[config.mk]
export PLATFORM = sky130hd
export DESIGN_NAME = cache_fill_top
export DESIGN_NICKNAME = d
export VERILOG_FILES = /design/src/design/cache_pkg.sv /design/src/design/cache_fill_fifo.sv /design/src/design/cache_arrays.sv /design/src/design/cache_fill_fsm.sv /design/src/design/cache_fill_top.sv
export VERILOG_INCLUDE_DIRS = /design/src /design/src/design
export SDC_FILE = /design/constraint.sdc
export NUM_CORES = 1
export LEC_CHECK = 0
export BUFFER_PORTS_ARGS = -buffer_cell sky130_fd_sc_hd__buf_2
export CAP_MARGIN = 30
export CORE_AREA = 2 2 434 307
export DETAILED_ROUTE_END_ITERATION = 8
export DIE_AREA = 0 0 436 309
export SKIP_LAST_GASP = 1
export SLEW_MARGIN = 20
export SYNTH_ARGS = -nofsm -noshare
export SYNTH_HDL_FRONTEND = slang
export SYNTH_SLANG_ARGS = --single-unit
[constraint.sdc]
create_clock -name clk -period 5.95 [get_ports clk]
set_input_delay 1.19 -clock clk [delete_from_list [all_inputs] [get_ports clk]]
set_output_delay 1.19 -clock clk [all_outputs]
set_load 0.02 [all_outputs]
[src/design/cache_cfg.svh]
`ifndef CACHE_CFG_SVH
`define CACHE_CFG_SVH

//**********************************************************************
// cache geometry
//**********************************************************************

// byte address width, shared by the processor port and the memory port
`define CACHE_ADDR_W 16

// one data word, also the width of a memory read
`define CACHE_WORD_W 16

// number of lines in the direct-mapped array, index is addr[6:4]
`define CACHE_SETS 8

// words per line, so a line covers 16 bytes and the byte offset steps by 2
`define CACHE_LINE_WORDS 8

//**********************************************************************
// buffering
//**********************************************************************

// default depth of both memory-side FIFOs
`define CACHE_FIFO_DEPTH 4

`endif

[src/design/cache_pkg.sv]
package cache_pkg;

`include "cache_cfg.svh"

// processor read, only the byte address of the word is carried
typedef struct packed {
	logic [`CACHE_ADDR_W-1:0] addr; // byte address, bit 0 ignored for 16-bit words
} cpu_req_t;

// processor response, returned one cycle after a hit
typedef struct packed {
	logic [`CACHE_WORD_W-1:0] data; // word read out of the data array
	logic [`CACHE_ADDR_W-1:0] addr; // address of the request that produced it
} cpu_rsp_t;

// one word read sent out to memory
typedef struct packed {
	logic [`CACHE_ADDR_W-1:0] addr; // line base plus the current read offset
} mem_req_t;

// one word coming back from memory, in request order
typedef struct packed {
	logic [`CACHE_WORD_W-1:0] data; // fill data for the data array
} mem_rsp_t;

// byte offset of a word inside a line, 0 to 14 in steps of 2
typedef logic [$clog2(`CACHE_LINE_WORDS * `CACHE_WORD_W / 8)-1:0] line_offset_t;

endpackage

[src/design/cache_fill_fifo.sv]
`timescale 1ns/100ps

`include "cache_cfg.svh"

// valid/ready FIFO used on both sides of the memory port
// a pushed entry shows up on the output one cycle later
module cache_fill_fifo #(
	parameter type T = logic [`CACHE_WORD_W-1:0], // payload carried through the buffer
	parameter int DEPTH = `CACHE_FIFO_DEPTH // number of entries
) (
	input logic clk,
	input logic rst_n,
	input logic in_valid, // producer has an entry
	output logic in_ready, // low only when every slot is taken
	input T in_data,
	output logic out_valid, // head entry is valid
	input logic out_ready, // consumer takes the head
	output T out_data
);

localparam int PTR_W = (DEPTH > 1) ? $clog2(DEPTH) : 1;
localparam int CNT_W = $clog2(DEPTH + 1);
localparam logic [PTR_W-1:0] LAST_PTR = PTR_W'(DEPTH - 1);
localparam logic [CNT_W-1:0] FULL_CNT = CNT_W'(DEPTH);

T mem_q [DEPTH]; // circular storage, payload only
logic [PTR_W-1:0] wr_ptr_q; // next slot to write
logic [PTR_W-1:0] rd_ptr_q; // slot at the head
logic [CNT_W-1:0] count_q; // entries currently held
logic push;
logic pop;

// pointers wrap at DEPTH, which need not be a power of two
function automatic logic [PTR_W-1:0] ptr_inc(input logic [PTR_W-1:0] ptr);
	if (ptr == LAST_PTR) begin
		return '0;
	end
	return ptr + 1'b1;
endfunction

assign in_ready = (count_q != FULL_CNT); // a push and pop together are fine when not full
assign out_valid = (count_q != '0);
assign out_data = mem_q[rd_ptr_q]; // head is read straight out of storage

assign push = in_valid & in_ready;
assign pop = out_valid & out_ready;

//**********************************************************************
// storage and pointers
//**********************************************************************

always_ff @(posedge clk) begin
	if (push) begin
		mem_q[wr_ptr_q] <= in_data;
	end
end

always_ff @(posedge clk or negedge rst_n) begin
	if (!rst_n) begin
		wr_ptr_q <= '0;
		rd_ptr_q <= '0;
		count_q <= '0;
	end else begin
		if (push) begin
			wr_ptr_q <= ptr_inc(wr_ptr_q);
		end
		if (pop) begin
			rd_ptr_q <= ptr_inc(rd_ptr_q);
		end
		case ({push, pop})
			2'b10: count_q <= count_q + 1'b1; // only a push, one more entry
			2'b01: count_q <= count_q - 1'b1; // only a pop, one fewer
			default: count_q <= count_q; // neither, or both in the same cycle
		endcase
	end
end

// a push never lands on a slot that still holds an entry
a_no_overflow: assert property (@(posedge clk) disable iff (!rst_n)
	push && out_valid |-> (wr_ptr_q != rd_ptr_q));

// a pop never takes a slot that was not written, equal pointers only mean full here
a_no_underflow: assert property (@(posedge clk) disable iff (!rst_n)
	pop && (rd_ptr_q == wr_ptr_q) |-> (count_q == FULL_CNT));

// a waiting head entry is not disturbed by pushes behind it
a_out_stable: assert property (@(posedge clk) disable iff (!rst_n)
	out_valid && !out_ready |=> out_valid && (out_data == $past(out_data)));

endmodule

[src/design/cache_arrays.sv]
`timescale 1ns/100ps

`include "cache_cfg.svh"

// tag, valid and data storage of the direct-mapped cache
// lookups come from the processor port, fills come from the miss FSM
module cache_arrays
	import cache_pkg::*;
(
	input logic clk,
	input logic rst_n,
	input logic cpu_req_valid, // processor has a read
	input logic cpu_req_ready, // low while a fill is running
	input cpu_req_t cpu_req,
	output logic cpu_rsp_valid, // high the cycle after a hit is taken
	output cpu_rsp_t cpu_rsp,
	output logic miss_detected, // request taken and it did not hit
	output cpu_req_t miss_addr, // address that missed, for the FSM to latch
	input cpu_req_t base_addr, // line being filled
	input logic write_data_array, // write one fill word
	input line_offset_t write_offset, // byte offset of that word in the line
	input mem_rsp_t write_data, // word straight from the response FIFO
	input logic write_tag_array // line complete, set tag and valid
);

localparam int OFF_W = $bits(line_offset_t); // byte offset bits, 4
localparam int IDX_W = $clog2(`CACHE_SETS); // index bits, 3
localparam int WSEL_W = $clog2(`CACHE_LINE_WORDS); // word select bits, 3
localparam int TAG_LO = OFF_W + IDX_W; // tag starts at bit 7
localparam int TAG_W = `CACHE_ADDR_W - TAG_LO; // 9 tag bits

logic [TAG_W-1:0] tag_mem [`CACHE_SETS]; // one tag per set
logic [`CACHE_SETS-1:0] valid_q; // only the valid bits are cleared by reset
logic [`CACHE_WORD_W-1:0] data_mem [`CACHE_SETS * `CACHE_LINE_WORDS]; // addressed by {set, word}

logic req_take;
logic hit;
logic [IDX_W-1:0] req_idx;
logic [TAG_W-1:0] req_tag;
logic [WSEL_W-1:0] req_wsel;
logic [IDX_W-1:0] fill_idx;
logic [TAG_W-1:0] fill_tag;
logic [WSEL_W-1:0] fill_wsel;

//**********************************************************************
// lookup
//**********************************************************************

assign req_idx = cpu_req.addr[TAG_LO-1:OFF_W];
assign req_tag = cpu_req.addr[`CACHE_ADDR_W-1:TAG_LO];
assign req_wsel = cpu_req.addr[OFF_W-1:1]; // bit 0 is the byte within the word

assign req_take = cpu_req_valid & cpu_req_ready; // handshake on the processor port
assign hit = req_take & valid_q[req_idx] & (tag_mem[req_idx] == req_tag);

assign miss_detected = req_take & ~hit; // FSM only acts on this while idle
assign miss_addr = cpu_req;

always_ff @(posedge clk or negedge rst_n) begin
	if (!rst_n) begin
		cpu_rsp_valid <= 1'b0;
	end else begin
		cpu_rsp_valid <= hit; // one cycle lookup latency
	end
end

// response payload only changes on a hit
always_ff @(posedge clk) begin
	if (hit) begin
		cpu_rsp.data <= data_mem[{req_idx, req_wsel}];
		cpu_rsp.addr <= cpu_req.addr;
	end
end

//**********************************************************************
// fill writes
//**********************************************************************

assign fill_idx = base_addr.addr[TAG_LO-1:OFF_W];
assign fill_tag = base_addr.addr[`CACHE_ADDR_W-1:TAG_LO];
assign fill_wsel = write_offset[OFF_W-1:1]; // offset steps by 2, so drop bit 0

always_ff @(posedge clk) begin
	if (write_data_array) begin
		data_mem[{fill_idx, fill_wsel}] <= write_data.data;
	end
	if (write_tag_array) begin
		tag_mem[fill_idx] <= fill_tag;
	end
end

always_ff @(posedge clk or negedge rst_n) begin
	if (!rst_n) begin
		valid_q <= '0;
	end else if (write_tag_array) begin
		valid_q[fill_idx] <= 1'b1; // line becomes visible only after all eight words
	end
end

// the FSM finishes the data words before it commits the tag
a_tag_data_apart: assert property (@(posedge clk) disable iff (!rst_n)
	!(write_tag_array && write_data_array));

endmodule

[src/design/cache_fill_fsm.sv]
`timescale 1ns/100ps

`include "cache_cfg.svh"

// miss handler, reads a whole line from memory and writes it into the arrays
// the read side and the write side run independently, linked only by the FIFOs
module cache_fill_fsm
	import cache_pkg::*;
(
	input logic clk,
	input logic rst_n,
	input logic miss_detected, // lookup missed on a taken request
	input cpu_req_t miss_addr, // address that missed
	output logic busy, // fill in progress, stalls the processor port
	output logic req_valid, // memory read pending
	input logic req_ready, // request FIFO has room
	output mem_req_t req_addr, // word address of the pending read
	input logic rsp_valid, // response FIFO has a word
	output logic rsp_ready, // take it while the line is not complete
	output logic write_data_array, // data array write enable
	output line_offset_t write_offset, // byte offset of the word being written
	output logic write_tag_array, // tag and valid write enable, one cycle
	output cpu_req_t base_addr // line base address of the current fill
);

localparam int OFF_W = $bits(line_offset_t);
localparam line_offset_t OFF_STEP = line_offset_t'(`CACHE_WORD_W / 8); // 2 bytes per word
localparam line_offset_t OFF_LAST = line_offset_t'((`CACHE_LINE_WORDS - 1) * (`CACHE_WORD_W / 8));

logic fill_start; // idle and a miss arrives
logic push; // read accepted by the request FIFO
logic pop; // word taken from the response FIFO
line_offset_t rd_off_q; // offset of the next read
line_offset_t wr_off_q; // offset of the next array write
logic read_done_q; // all eight reads issued
logic write_done_q; // all eight words written

assign fill_start = ~busy & miss_detected;
assign push = req_valid & req_ready;
assign pop = rsp_valid & rsp_ready;

//**********************************************************************
// state and captured line address
//**********************************************************************

always_ff @(posedge clk or negedge rst_n) begin
	if (!rst_n) begin
		busy <= 1'b0;
	end else if (write_tag_array) begin
		busy <= 1'b0; // tag written this cycle, back to idle on this edge
	end else if (fill_start) begin
		busy <= 1'b1; // raised the cycle after the miss was taken
	end
end

// offset bits are cleared so the read address is the line base plus offset
always_ff @(posedge clk) begin
	if (fill_start) begin
		base_addr.addr <= {miss_addr.addr[`CACHE_ADDR_W-1:OFF_W], {OFF_W{1'b0}}};
	end
end

//**********************************************************************
// read side
//**********************************************************************

assign req_valid = busy & ~read_done_q;
assign req_addr.addr = base_addr.addr + {{(`CACHE_ADDR_W - OFF_W){1'b0}}, rd_off_q};

always_ff @(posedge clk or negedge rst_n) begin
	if (!rst_n) begin
		rd_off_q <= '0;
		read_done_q <= 1'b0;
	end else if (write_tag_array) begin
		rd_off_q <= '0; // ready for the next miss
		read_done_q <= 1'b0;
	end else if (push) begin
		rd_off_q <= rd_off_q + OFF_STEP; // only moves on an accepted read, stalls just pause it
		if (rd_off_q == OFF_LAST) begin
			read_done_q <= 1'b1; // the offset 14 read went out
		end
	end
end

//**********************************************************************
// write side
//**********************************************************************

assign rsp_ready = busy & ~write_done_q;
assign write_data_array = pop; // every popped word goes straight into the array
assign write_offset = wr_off_q;
assign write_tag_array = busy & write_done_q; // the cycle after the eighth word

always_ff @(posedge clk or negedge rst_n) begin
	if (!rst_n) begin
		wr_off_q <= '0;
		write_done_q <= 1'b0;
	end else if (write_tag_array) begin
		wr_off_q <= '0;
		write_done_q <= 1'b0;
	end else if (pop) begin
		wr_off_q <= wr_off_q + OFF_STEP; // response gaps simply hold the counter
		if (wr_off_q == OFF_LAST) begin
			write_done_q <= 1'b1;
		end
	end
end

// a word is only popped for a read that already went out, so writes never overtake reads
a_no_write_ahead: assert property (@(posedge clk) disable iff (!rst_n)
	pop |-> read_done_q || (wr_off_q < rd_off_q));

// memory only answers reads of the current fill, so nothing waits to be popped while idle
a_no_pop_idle: assert property (@(posedge clk) disable iff (!rst_n)
	!busy |-> !rsp_valid);

// a read held back by the request FIFO keeps its address
a_req_stable: assert property (@(posedge clk) disable iff (!rst_n)
	req_valid && !req_ready |=> req_valid && (req_addr == $past(req_addr)));

endmodule

[src/design/cache_fill_top.sv]
`timescale 1ns/100ps

`include "cache_cfg.svh"

// line-fill subsystem of the data cache
// arrays do the lookup, the FSM fetches missing lines through two FIFOs
module cache_fill_top
	import cache_pkg::*;
(
	input logic clk,
	input logic rst_n,
	input logic cpu_req_valid, // processor read request
	output logic cpu_req_ready, // low while a line is being filled
	input cpu_req_t cpu_req,
	output logic cpu_rsp_valid, // hit data, no backpressure
	output cpu_rsp_t cpu_rsp,
	output logic mem_req_valid, // word read to memory
	input logic mem_req_ready,
	output mem_req_t mem_req,
	input logic mem_rsp_valid, // word returned by memory, in request order
	output logic mem_rsp_ready,
	input mem_rsp_t mem_rsp
);

logic busy; // fill in progress
logic miss_detected;
cpu_req_t miss_addr;
cpu_req_t base_addr; // line under fill, indexes the array writes
logic fsm_req_valid; // FSM to request FIFO
logic fsm_req_ready;
mem_req_t fsm_req_addr;
logic fill_rsp_valid; // response FIFO to FSM
logic fill_rsp_ready;
mem_rsp_t fill_word; // head of the response FIFO, written into the data array
logic write_data_array;
logic write_tag_array;
line_offset_t write_offset;

assign cpu_req_ready = ~busy; // the processor port stalls for the whole fill

//**********************************************************************
// lookup and storage
//**********************************************************************

cache_arrays u_arrays (
	.clk (clk),
	.rst_n (rst_n),
	.cpu_req_valid (cpu_req_valid),
	.cpu_req_ready (cpu_req_ready),
	.cpu_req (cpu_req),
	.cpu_rsp_valid (cpu_rsp_valid),
	.cpu_rsp (cpu_rsp),
	.miss_detected (miss_detected),
	.miss_addr (miss_addr),
	.base_addr (base_addr),
	.write_data_array (write_data_array),
	.write_offset (write_offset),
	.write_data (fill_word),
	.write_tag_array (write_tag_array)
);

//**********************************************************************
// miss handling
//**********************************************************************

cache_fill_fsm u_fsm (
	.clk (clk),
	.rst_n (rst_n),
	.miss_detected (miss_detected),
	.miss_addr (miss_addr),
	.busy (busy),
	.req_valid (fsm_req_valid),
	.req_ready (fsm_req_ready),
	.req_addr (fsm_req_addr),
	.rsp_valid (fill_rsp_valid),
	.rsp_ready (fill_rsp_ready),
	.write_data_array (write_data_array),
	.write_offset (write_offset),
	.write_tag_array (write_tag_array),
	.base_addr (base_addr)
);

// outgoing reads, the FIFO head is the external memory request
cache_fill_fifo #(.T(mem_req_t), .DEPTH(`CACHE_FIFO_DEPTH)) u_req_fifo (
	.clk (clk),
	.rst_n (rst_n),
	.in_valid (fsm_req_valid),
	.in_ready (fsm_req_ready),
	.in_data (fsm_req_addr),
	.out_valid (mem_req_valid),
	.out_ready (mem_req_ready),
	.out_data (mem_req)
);

// returning words, drained by the FSM one per array write
cache_fill_fifo #(.T(mem_rsp_t), .DEPTH(`CACHE_FIFO_DEPTH)) u_rsp_fifo (
	.clk (clk),
	.rst_n (rst_n),
	.in_valid (mem_rsp_valid),
	.in_ready (mem_rsp_ready),
	.in_data (mem_rsp),
	.out_valid (fill_rsp_valid),
	.out_ready (fill_rsp_ready),
	.out_data (fill_word)
);

endmodule

# Yosys cells after proc, flatten, opt, wreduce, memory -nomap -nowiden
# Memories as Yosys holds them, arrays and structs flattened. A register that Yosys moved wholly into a read port is not among the register bits.
# Cells that the tools add are included.
# W data, S select, Z words.
totals:
  reg_bits: 62
  ramBits: 1224
  in_bits: 37
  output_inout_bits: 52
  elab_cells: 117
  memories: 4
classes:
  add_sub_neg: 11
  magnitude_cmp: 3
  eq_ne: 13
  muxes: 42
  bitwise: 17
  reduce_logical: 12
mem_list:
  columns: ["memory", "words", "width", "read_ports", "rd_clocked_by_memory_dff", "wr", "line", "source"]
  rows:
  - ["u_arrays.data_mem", 64, 16, 1, 1, 1, "cache_arrays.sv:34", "logic [`CACHE_WORD_W-1:0] data_mem [`CACHE_SETS * `CACHE_LINE_WORDS];"]
  - ["u_arrays.tag_mem", 8, 9, 1, 0, 1, "cache_arrays.sv:32", "logic [TAG_W-1:0] tag_mem [`CACHE_SETS];"]
  - ["u_req_fifo.mem_q", 4, 16, 1, 0, 1, "cache_fill_fifo.sv:26", "T mem_q [DEPTH];"]
  - ["u_rsp_fifo.mem_q", 4, 16, 1, 0, 1, "cache_fill_fifo.sv:26", null]
op_table:
  columns: ["cell", "n"]
  rows:
  - ["$mux W1", 26]
  - ["$add A16 B4 Y16", 1]
  - ["$mux W2", 8]
  - ["$mux W4", 4]
  - ["$reduce_bool A2 Y1", 7]
  - ["$and A1 B1 Y1", 12]
  - ["$eq A2 B2 Y1 const B", 6]
  - ["$pmux W3 S2", 2]
  - ["$eq A9 B9 Y1", 1]
  - ["$add A2 B1 Y2 const B", 4]
  - ["$add A4 B2 Y4 const B", 2]
  - ["$eq A4 B4 Y1 const B", 2]
  - ["$lt A3 B4 Y1 const B", 2]
  - ["$or A8 B8 Y8", 1]
  - ["$add A3 B1 Y3 const B", 2]
  - ["$ne A3 B3 Y1 const B", 2]
  - ["$reduce_bool A3 Y1", 2]
  - ["$sub A3 B1 Y3 const B", 2]
  - ["$eq A2 B1 Y1 const B", 2]
  - ["$not A1 Y1", 4]
  - ["$reduce_and A2 Y1", 2]
  - ["$bmux W1 S3", 1]
  - ["$demux W1 S3", 1]
  - ["$ge A3 B1 Y1 const B", 1]
  - ["$logic_and A1 B1 Y1", 1]

# Depth between registers and ports, before layout
depth:
  word_depth: 9
  ltp_mapped: 11
  ltp_nobuf: 9

# Cells and area by module
# A second synthesis with hierarchy kept.
unflattened:
  cells_unflattened: 2105
  hier_area_um2: 49941.6
modules_own_cells:
  columns: ["mod", "n_inst", "cells_per_inst", "area_each_um2", "seq_area_each_um2"]
  rows:
  - ["cache_arrays", 1, 1775, 43384.1, 34097.7]
  - ["cache_fill_fifo", 2, 125, 2795.2, 2097.0]
  - ["cache_fill_fsm", 1, 79, 963.4, 585.6]
  - ["cache_fill_top", 1, 1, 3.8, 0.0]

# Worst setup path before layout
# No wires, ideal clock.
synth_timing:
  path_type: "in2reg"
  startpoint: "in cpu_req[5] (netlist bit)"
  endpoint: "reg u_arrays.cpu_rsp[0] (netlist name)"
  setup_ns: 0.463
  arrival_time_ns: 4.998
  required_ns: 5.487
  slack_ns: 0.489
  path_stages: 8
  path_buffers: 2
  cell_sequence: "clkbuf_1 -> buf_2 -> mux4_2 -> mux2i_1 -> xnor2_1 -> nor3_1 -> nand2_1 -> nor3_1"
synth_via:
  elab_chain_len: 4
  elab_cells_between_ends: 6
  classes_between: "1 x eq/ne; 2 x mux; 2 x bitwise; 1 x memory"
synth_lines:
  columns: ["element", "line", "source"]
  rows:
  - ["start, declared", "cache_fill_top.sv:14", "input cpu_req_t cpu_req,"]
  - ["parallel branches: the longest is 3 deep, another holds $mem_v2 Z8 W9", null, null]
  - ["$and A1 B1 Y1 *", "cache_arrays.sv:54", "assign hit = req_take & valid_q[req_idx] & (tag_mem[req_idx] == req_tag);"]
  - ["named net u_arrays.hit", "cache_arrays.sv:37", "logic hit;"]
# Mark *: on every way through the listed nets, which the timed path passes. The select of a mux whose other input is x is not followed.
# A chain may end at the register's enable or synchronous reset.

# Final worst setup path
layout_timing:
  startpoint: "in cpu_req[5] (netlist bit)"
  endpoint: "reg u_arrays.cpu_rsp[29] (netlist name)"
layout_via:
  elab_chain_len: 4
  elab_cells_between_ends: 6
  classes_between: "1 x eq/ne; 2 x mux; 2 x bitwise; 1 x memory"
layout_lines:
  columns: ["element", "line"]
  rows:
  - ["parallel branches: the longest is 3 deep, another holds $mem_v2 Z8 W9", null]
  - ["$and A1 B1 Y1 *", "cache_arrays.sv:54"]
  - ["named net u_arrays.hit", "cache_arrays.sv:37"]
# Marked as above.

==> metrics.txt <==
# TYPE chip_impl_metric gauge
chip_impl_metric{name="power_frac_comb",unit="%"} 16.3
chip_impl_info{name="outcome",value="completed"} 1
chip_impl_metric{name="insertion_delay",unit="ps"} 720
chip_impl_metric{name="setup_slack",unit="ps"} 2220
chip_impl_metric{name="die_w",unit="um"} 436
chip_impl_metric{name="internal-power",unit="uW"} 17600
chip_impl_info{name="synth_area_leader_cell",value="edfxtp_1"} 1
chip_impl_info{name="crit_chain",value="buf_2 > mux4_2 > mux2i_1 > xnor2_1 > nor3_1 > nand2_1 > nor3_2 > buf_4"} 1
chip_impl_metric{name="grt.overflow.total",unit=""} 0
chip_impl_info{name="worstSetupStartpointType",value="input pin"} 1
chip_impl_metric{name="synth_enable_flop_cells",unit=""} 1264
chip_impl_metric{name="post_cts.resized_instances",unit=""} 0
chip_impl_metric{name="min_path_cells",unit=""} 1
chip_impl_metric{name="tightest_slew",unit="ps"} 944
chip_impl_metric{name="yosys_warnings",unit=""} 0
chip_impl_metric{name="power.net_switching",unit="uW"} 6480
chip_impl_metric{name="cts.path.max_buffers",unit=""} 3
chip_impl_metric{name="report.final.hold_viol_count",unit=""} 0
chip_impl_info{name="r2r-end",value="u_arrays.data_mem[2][5]"} 1
chip_impl_metric{name="clock_sinks",unit=""} 1296
chip_impl_metric{name="synth-seq-area-share",unit="%"} 78.6
chip_impl_metric{name="starting_drt_drc_count",unit=""} 2595
chip_impl_metric{name="number_of_levels_in_the_clock_h_tree",unit=""} 3
chip_impl_metric{name="setup_violations",unit=""} 0
chip_impl_metric{name="synth_nets",unit=""} 2078
chip_impl_info{name="timing.critical_path.slowest_stage_cell",value="buf_2"} 1
chip_impl_metric{name="finalClockSkew",unit="ps"} 38.8
chip_impl_metric{name="fmax",unit="MHz"} 268
chip_impl_metric{name="dp_hpwl",unit="um"} 69600
chip_impl_info{name="crit_end_element",value="register"} 1
chip_impl_metric{name="netlist.area_leader.share",unit="%"} 77.0
chip_impl_info{name="endpoint_worst_hold",value="u_arrays.valid_q[1]"} 1
chip_impl_info{name="setup.worst_path.class",value="in -> reg"} 1
chip_impl_metric{name="avgSynthCellArea",unit="um2"} 24.3
chip_impl_metric{name="cp_data_required_time",unit="ps"} 6320
chip_impl_metric{name="setup-tns-final",unit="ps"} 0
chip_impl_info{name="top_layer",value="met5"} 1
chip_impl_metric{name="grt_pass1_vias",unit=""} 22385
chip_impl_metric{name="vias_per_cell",unit=""} 5.44
chip_impl_metric{name="grtUsageTotal",unit="%"} 17.3
chip_impl_metric{name="postCtsHoldBufs",unit=""} 0
chip_impl_info{name="rsz0062_at_grt",value="false"} 1
chip_impl_metric{name="synth.ff_latch_count",unit=""} 1296
chip_impl_metric{name="placeableCoreArea",unit="um2"} 130000
chip_impl_metric{name="power.density",unit="nW/um2"} 426
chip_impl_metric{name="critical_path.n_buffers_inverters",unit=""} 2
chip_impl_info{name="crit_family",value="buffers and inverters"} 1
chip_impl_metric{name="initial_antenna_violation_count",unit=""} 14
chip_impl_metric{name="drt-wirelength-per-cell",unit="um"} 28.6
chip_impl_metric{name="routed-wl-met2",unit="um"} 54500
chip_impl_metric{name="timing.final.max_slew_violations",unit=""} 0
chip_impl_metric{name="r2r_setup_slack",unit="ps"} 2500
chip_impl_metric{name="chipHeight",unit="um"} 309
chip_impl_metric{name="seq_power_share",unit="%"} 51.4
chip_impl_metric{name="grt_start_max_net_pins",unit=""} 87
chip_impl_metric{name="drv_cap",unit=""} 0
chip_impl_metric{name="grt_pass1_wl",unit="um"} 166000
chip_impl_info{name="synth-main-ff-cell",value="edfxtp_1"} 1
chip_impl_info{name="holdCritPathClass",value="reg -> reg"} 1
chip_impl_info{name="synthTopCellsByArea",value="edfxtp_1 (77%), mux4_2 (17%), dfrtp_1 (1.6%)"} 1
chip_impl_metric{name="route.layer.met1.wl",unit="um"} 50100
chip_impl_info{name="cts_tree",value="done"} 1
chip_impl_metric{name="final_layout_fill_cell_count",unit=""} 11007
chip_impl_metric{name="worst_ir_drop_vdd",unit="uV"} 377
chip_impl_metric{name="postRouteAntennaNets",unit=""} 0
chip_impl_metric{name="relSlewSlack",unit="%"} 37.1
chip_impl_metric{name="initial_utilization",unit="%"} 37.8
chip_impl_metric{name="flow.area_growth_from_synthesis",unit="%"} 14.9
chip_impl_info{name="root_cell_of_the_clock_tree",value="clkbuf_16"} 1
chip_impl_metric{name="final_layout_size_suffix_gt1_share",unit="%"} 34.0
chip_impl_info{name="layout_common_cells",value="edfxtp_1 (1264), mux4_2 (382), clkbuf_16 (121)"} 1
chip_impl_metric{name="critical_path.max_stage_delay",unit="ps"} 620
chip_impl_metric{name="finish.net_count",unit=""} 2298
chip_impl_info{name="final_common_cell",value="edfxtp_1"} 1
chip_impl_info{name="hold_path.startpoint",value="u_arrays.valid_q[1]"} 1
chip_impl_metric{name="first_pass_iters",unit=""} 6
chip_impl_info{name="r2r_start",value="u_fsm.busy"} 1
chip_impl_metric{name="post_cts.repair.setup_buffers",unit=""} 0
chip_impl_metric{name="rows",unit=""} 111
chip_impl_metric{name="layout_worst_path_cycle_share",unit="%"} 62.7
chip_impl_metric{name="gp_congestion",unit=""} 0.788
chip_impl_metric{name="routed_wire_length",unit="um"} 117000
chip_impl_metric{name="design.portCount",unit=""} 89
chip_impl_metric{name="clk_transition_reported_paths",unit="ps"} 70
chip_impl_metric{name="static-leakage-power",unit="uW"} 0.0178
chip_impl_metric{name="p_sw_share",unit="%"} 26.9
chip_impl_metric{name="drcViolationCount",unit=""} 0
chip_impl_metric{name="netlist_area_pre_place",unit="um2"} 49300
chip_impl_metric{name="p_clk_share",unit="%"} 32.3
chip_impl_metric{name="pre_cts_slack",unit="ps"} 1460
chip_impl_metric{name="worstPathArrival",unit="ps"} 4100
chip_impl_metric{name="io_buffer_count",unit=""} 87
chip_impl_metric{name="synthesis.instances",unit=""} 2025
chip_impl_metric{name="tritoncts.num_buffers",unit=""} 119
chip_impl_metric{name="vias",unit=""} 22328
chip_impl_metric{name="number_of_cells_traversed_by_the_worst_register_to_register_path",unit=""} 6
chip_impl_metric{name="worst-path-max-fanout",unit=""} 28
chip_impl_metric{name="synth_cell_type_count",unit=""} 41
chip_impl_metric{name="final_period_minus_worst_setup_slack",unit="ps"} 3730
chip_impl_metric{name="die_outline_area",unit="um2"} 135000
chip_impl_metric{name="met3_length",unit="um"} 10100
chip_impl_metric{name="asyncSetResetFlopFracSynth",unit="%"} 2.47
-- cells in the mapped netlist (all sizes together), types with 2 or more instances --
cell and n:
nand3 11, dfrtp 32, and2 5, xor2 9, edfxtp 1264, nor2b 3, nor2 80, nor3 6
mux2 5, mux4 382, mux2i 14, clkbuf 49, or3 6, nand2 22, a22o 2, a22oi 3
and3 4, a21oi 5, or2 8, xnor2 6, a21o 3, fa 2, inv 15, ha 14
nand3b 3, or3b 2, buf 51, o21ai 9
-- worst register-to-register path: stages, from the launching register on --
cell,delay [ps]
dfrtp_1,480
inv_1,170
or3_1,530
nor2_1,310
nand2_1,470
nor2_1,790
buf_4,380
-- power groups by stage --
stage / Clock (uW) / Combinational [uW] / Sequential, uW
final: 7800 / 3920 / 12400
after global routing: 8270 / 4240 / 12500
after floorplan: 0 / 2210 / 12400
after global placement: 0 / 3560 / 12600
after detailed placement: 0 / 3960 / 12600
after CTS: 7940 / 3970 / 12400
-- cells by family (layout without fill, tap and decap cells) --
kind of cell / after synthesis / count (layout) / share of synthesized area [%]
other cells: 1 / 7 / 0.00761
buf+inv: 116 / 438 / 1.04
compound gates: 27 / 27 / 0.355
flops: 1296 / 1296 / 78.6
xor+xnor: 15 / 15 / 0.267
fa+ha+maj: 16 / 16 / 0.437
simple gates: 153 / 153 / 1.41
mux: 401 / 401 / 17.9
-- routing by layer --
metal	vias to the layer above	track usage [%]
met4	2	4.31
met3	150	4.82
met2	881	26.4
met1	12186	24.6
li1	9109	-
met5	-	0
-- how the worst max path moves through the flow --
| stage | start | endpoint | slack (ps) | depth (start not counted) |
|---|---|---|---|---|
| 2_1_floorplan | cpu_req[5] | u_arrays.cpu_rsp[0] | 490 | 8 |
| 3_3_place_gp | cpu_req[5] | u_arrays.cpu_rsp[30] | 1530 | 8 |
| 3_5_place_dp | cpu_req[5] | u_arrays.cpu_rsp[30] | 1460 | 8 |
| 4_1_cts | cpu_req[5] | u_arrays.cpu_rsp[27] | 2250 | 8 |
| 5_1_grt | cpu_req[5] | u_arrays.cpu_rsp[26] | 2100 | 8 |
| 6_report | cpu_req[5] | u_arrays.cpu_rsp[29] | 2220 | 8 |
-- area by class of cell --
| cell class | count | area (um2) | area share, % |
|---|---|---|---|
| sequential | 1296 | 38800 | 68.5 |
| multi-input combinational | 613 | 10100 | 17.8 |
| clock buffer | 134 | 3080 | 5.43 |
| tap | 1751 | 2190 | 3.87 |
| timing repair buffer | 199 | 1480 | 2.62 |
| clock inverter | 89 | 940 | 1.66 |
| inverter | 16 | 60.1 | 0.106 |
| antenna | 6 | 15.0 | 0.0265 |
-- stage by stage --
step | util (%) | hold slack [ps] | cell area [um2] | total power [uW] | instances
finish | 43.5 | 466 | 56600 | 24100 | 4104
detailed placement | 40.4 | 451 | 52600 | 16600 | 3875
CTS | 43.4 | 467 | 56600 | 24300 | 4098
global route | 43.4 | 484 | 56600 | 25000 | 4100
floorplan | - | 434 | 49300 | 14700 | 2025
global placement | 40.2 | 447 | 52400 | 16100 | 3864
-- flip-flops by register name, summed over array words and instances, names as in the netlist --
signal	cells
u_rsp_fifo.rd_ptr_q	2
u_arrays.cpu_rsp_valid	1
u_req_fifo.rd_ptr_q	2
u_rsp_fifo.wr_ptr_q	2
u_fsm.write_offset	3
u_fsm.read_done_q	1
u_rsp_fifo.count_q	3
u_req_fifo.mem_q	60
u_fsm.base_addr	12
u_fsm.rd_off_q	3
u_req_fifo.count_q	3
u_arrays.valid_q	8
u_arrays.cpu_rsp	32
u_arrays.tag_mem	72
u_rsp_fifo.mem_q	64
u_arrays.data_mem	1024
u_fsm.write_done_q	1
u_req_fifo.wr_ptr_q	2
u_fsm.busy	1
Power figures use the tool's default switching activity.
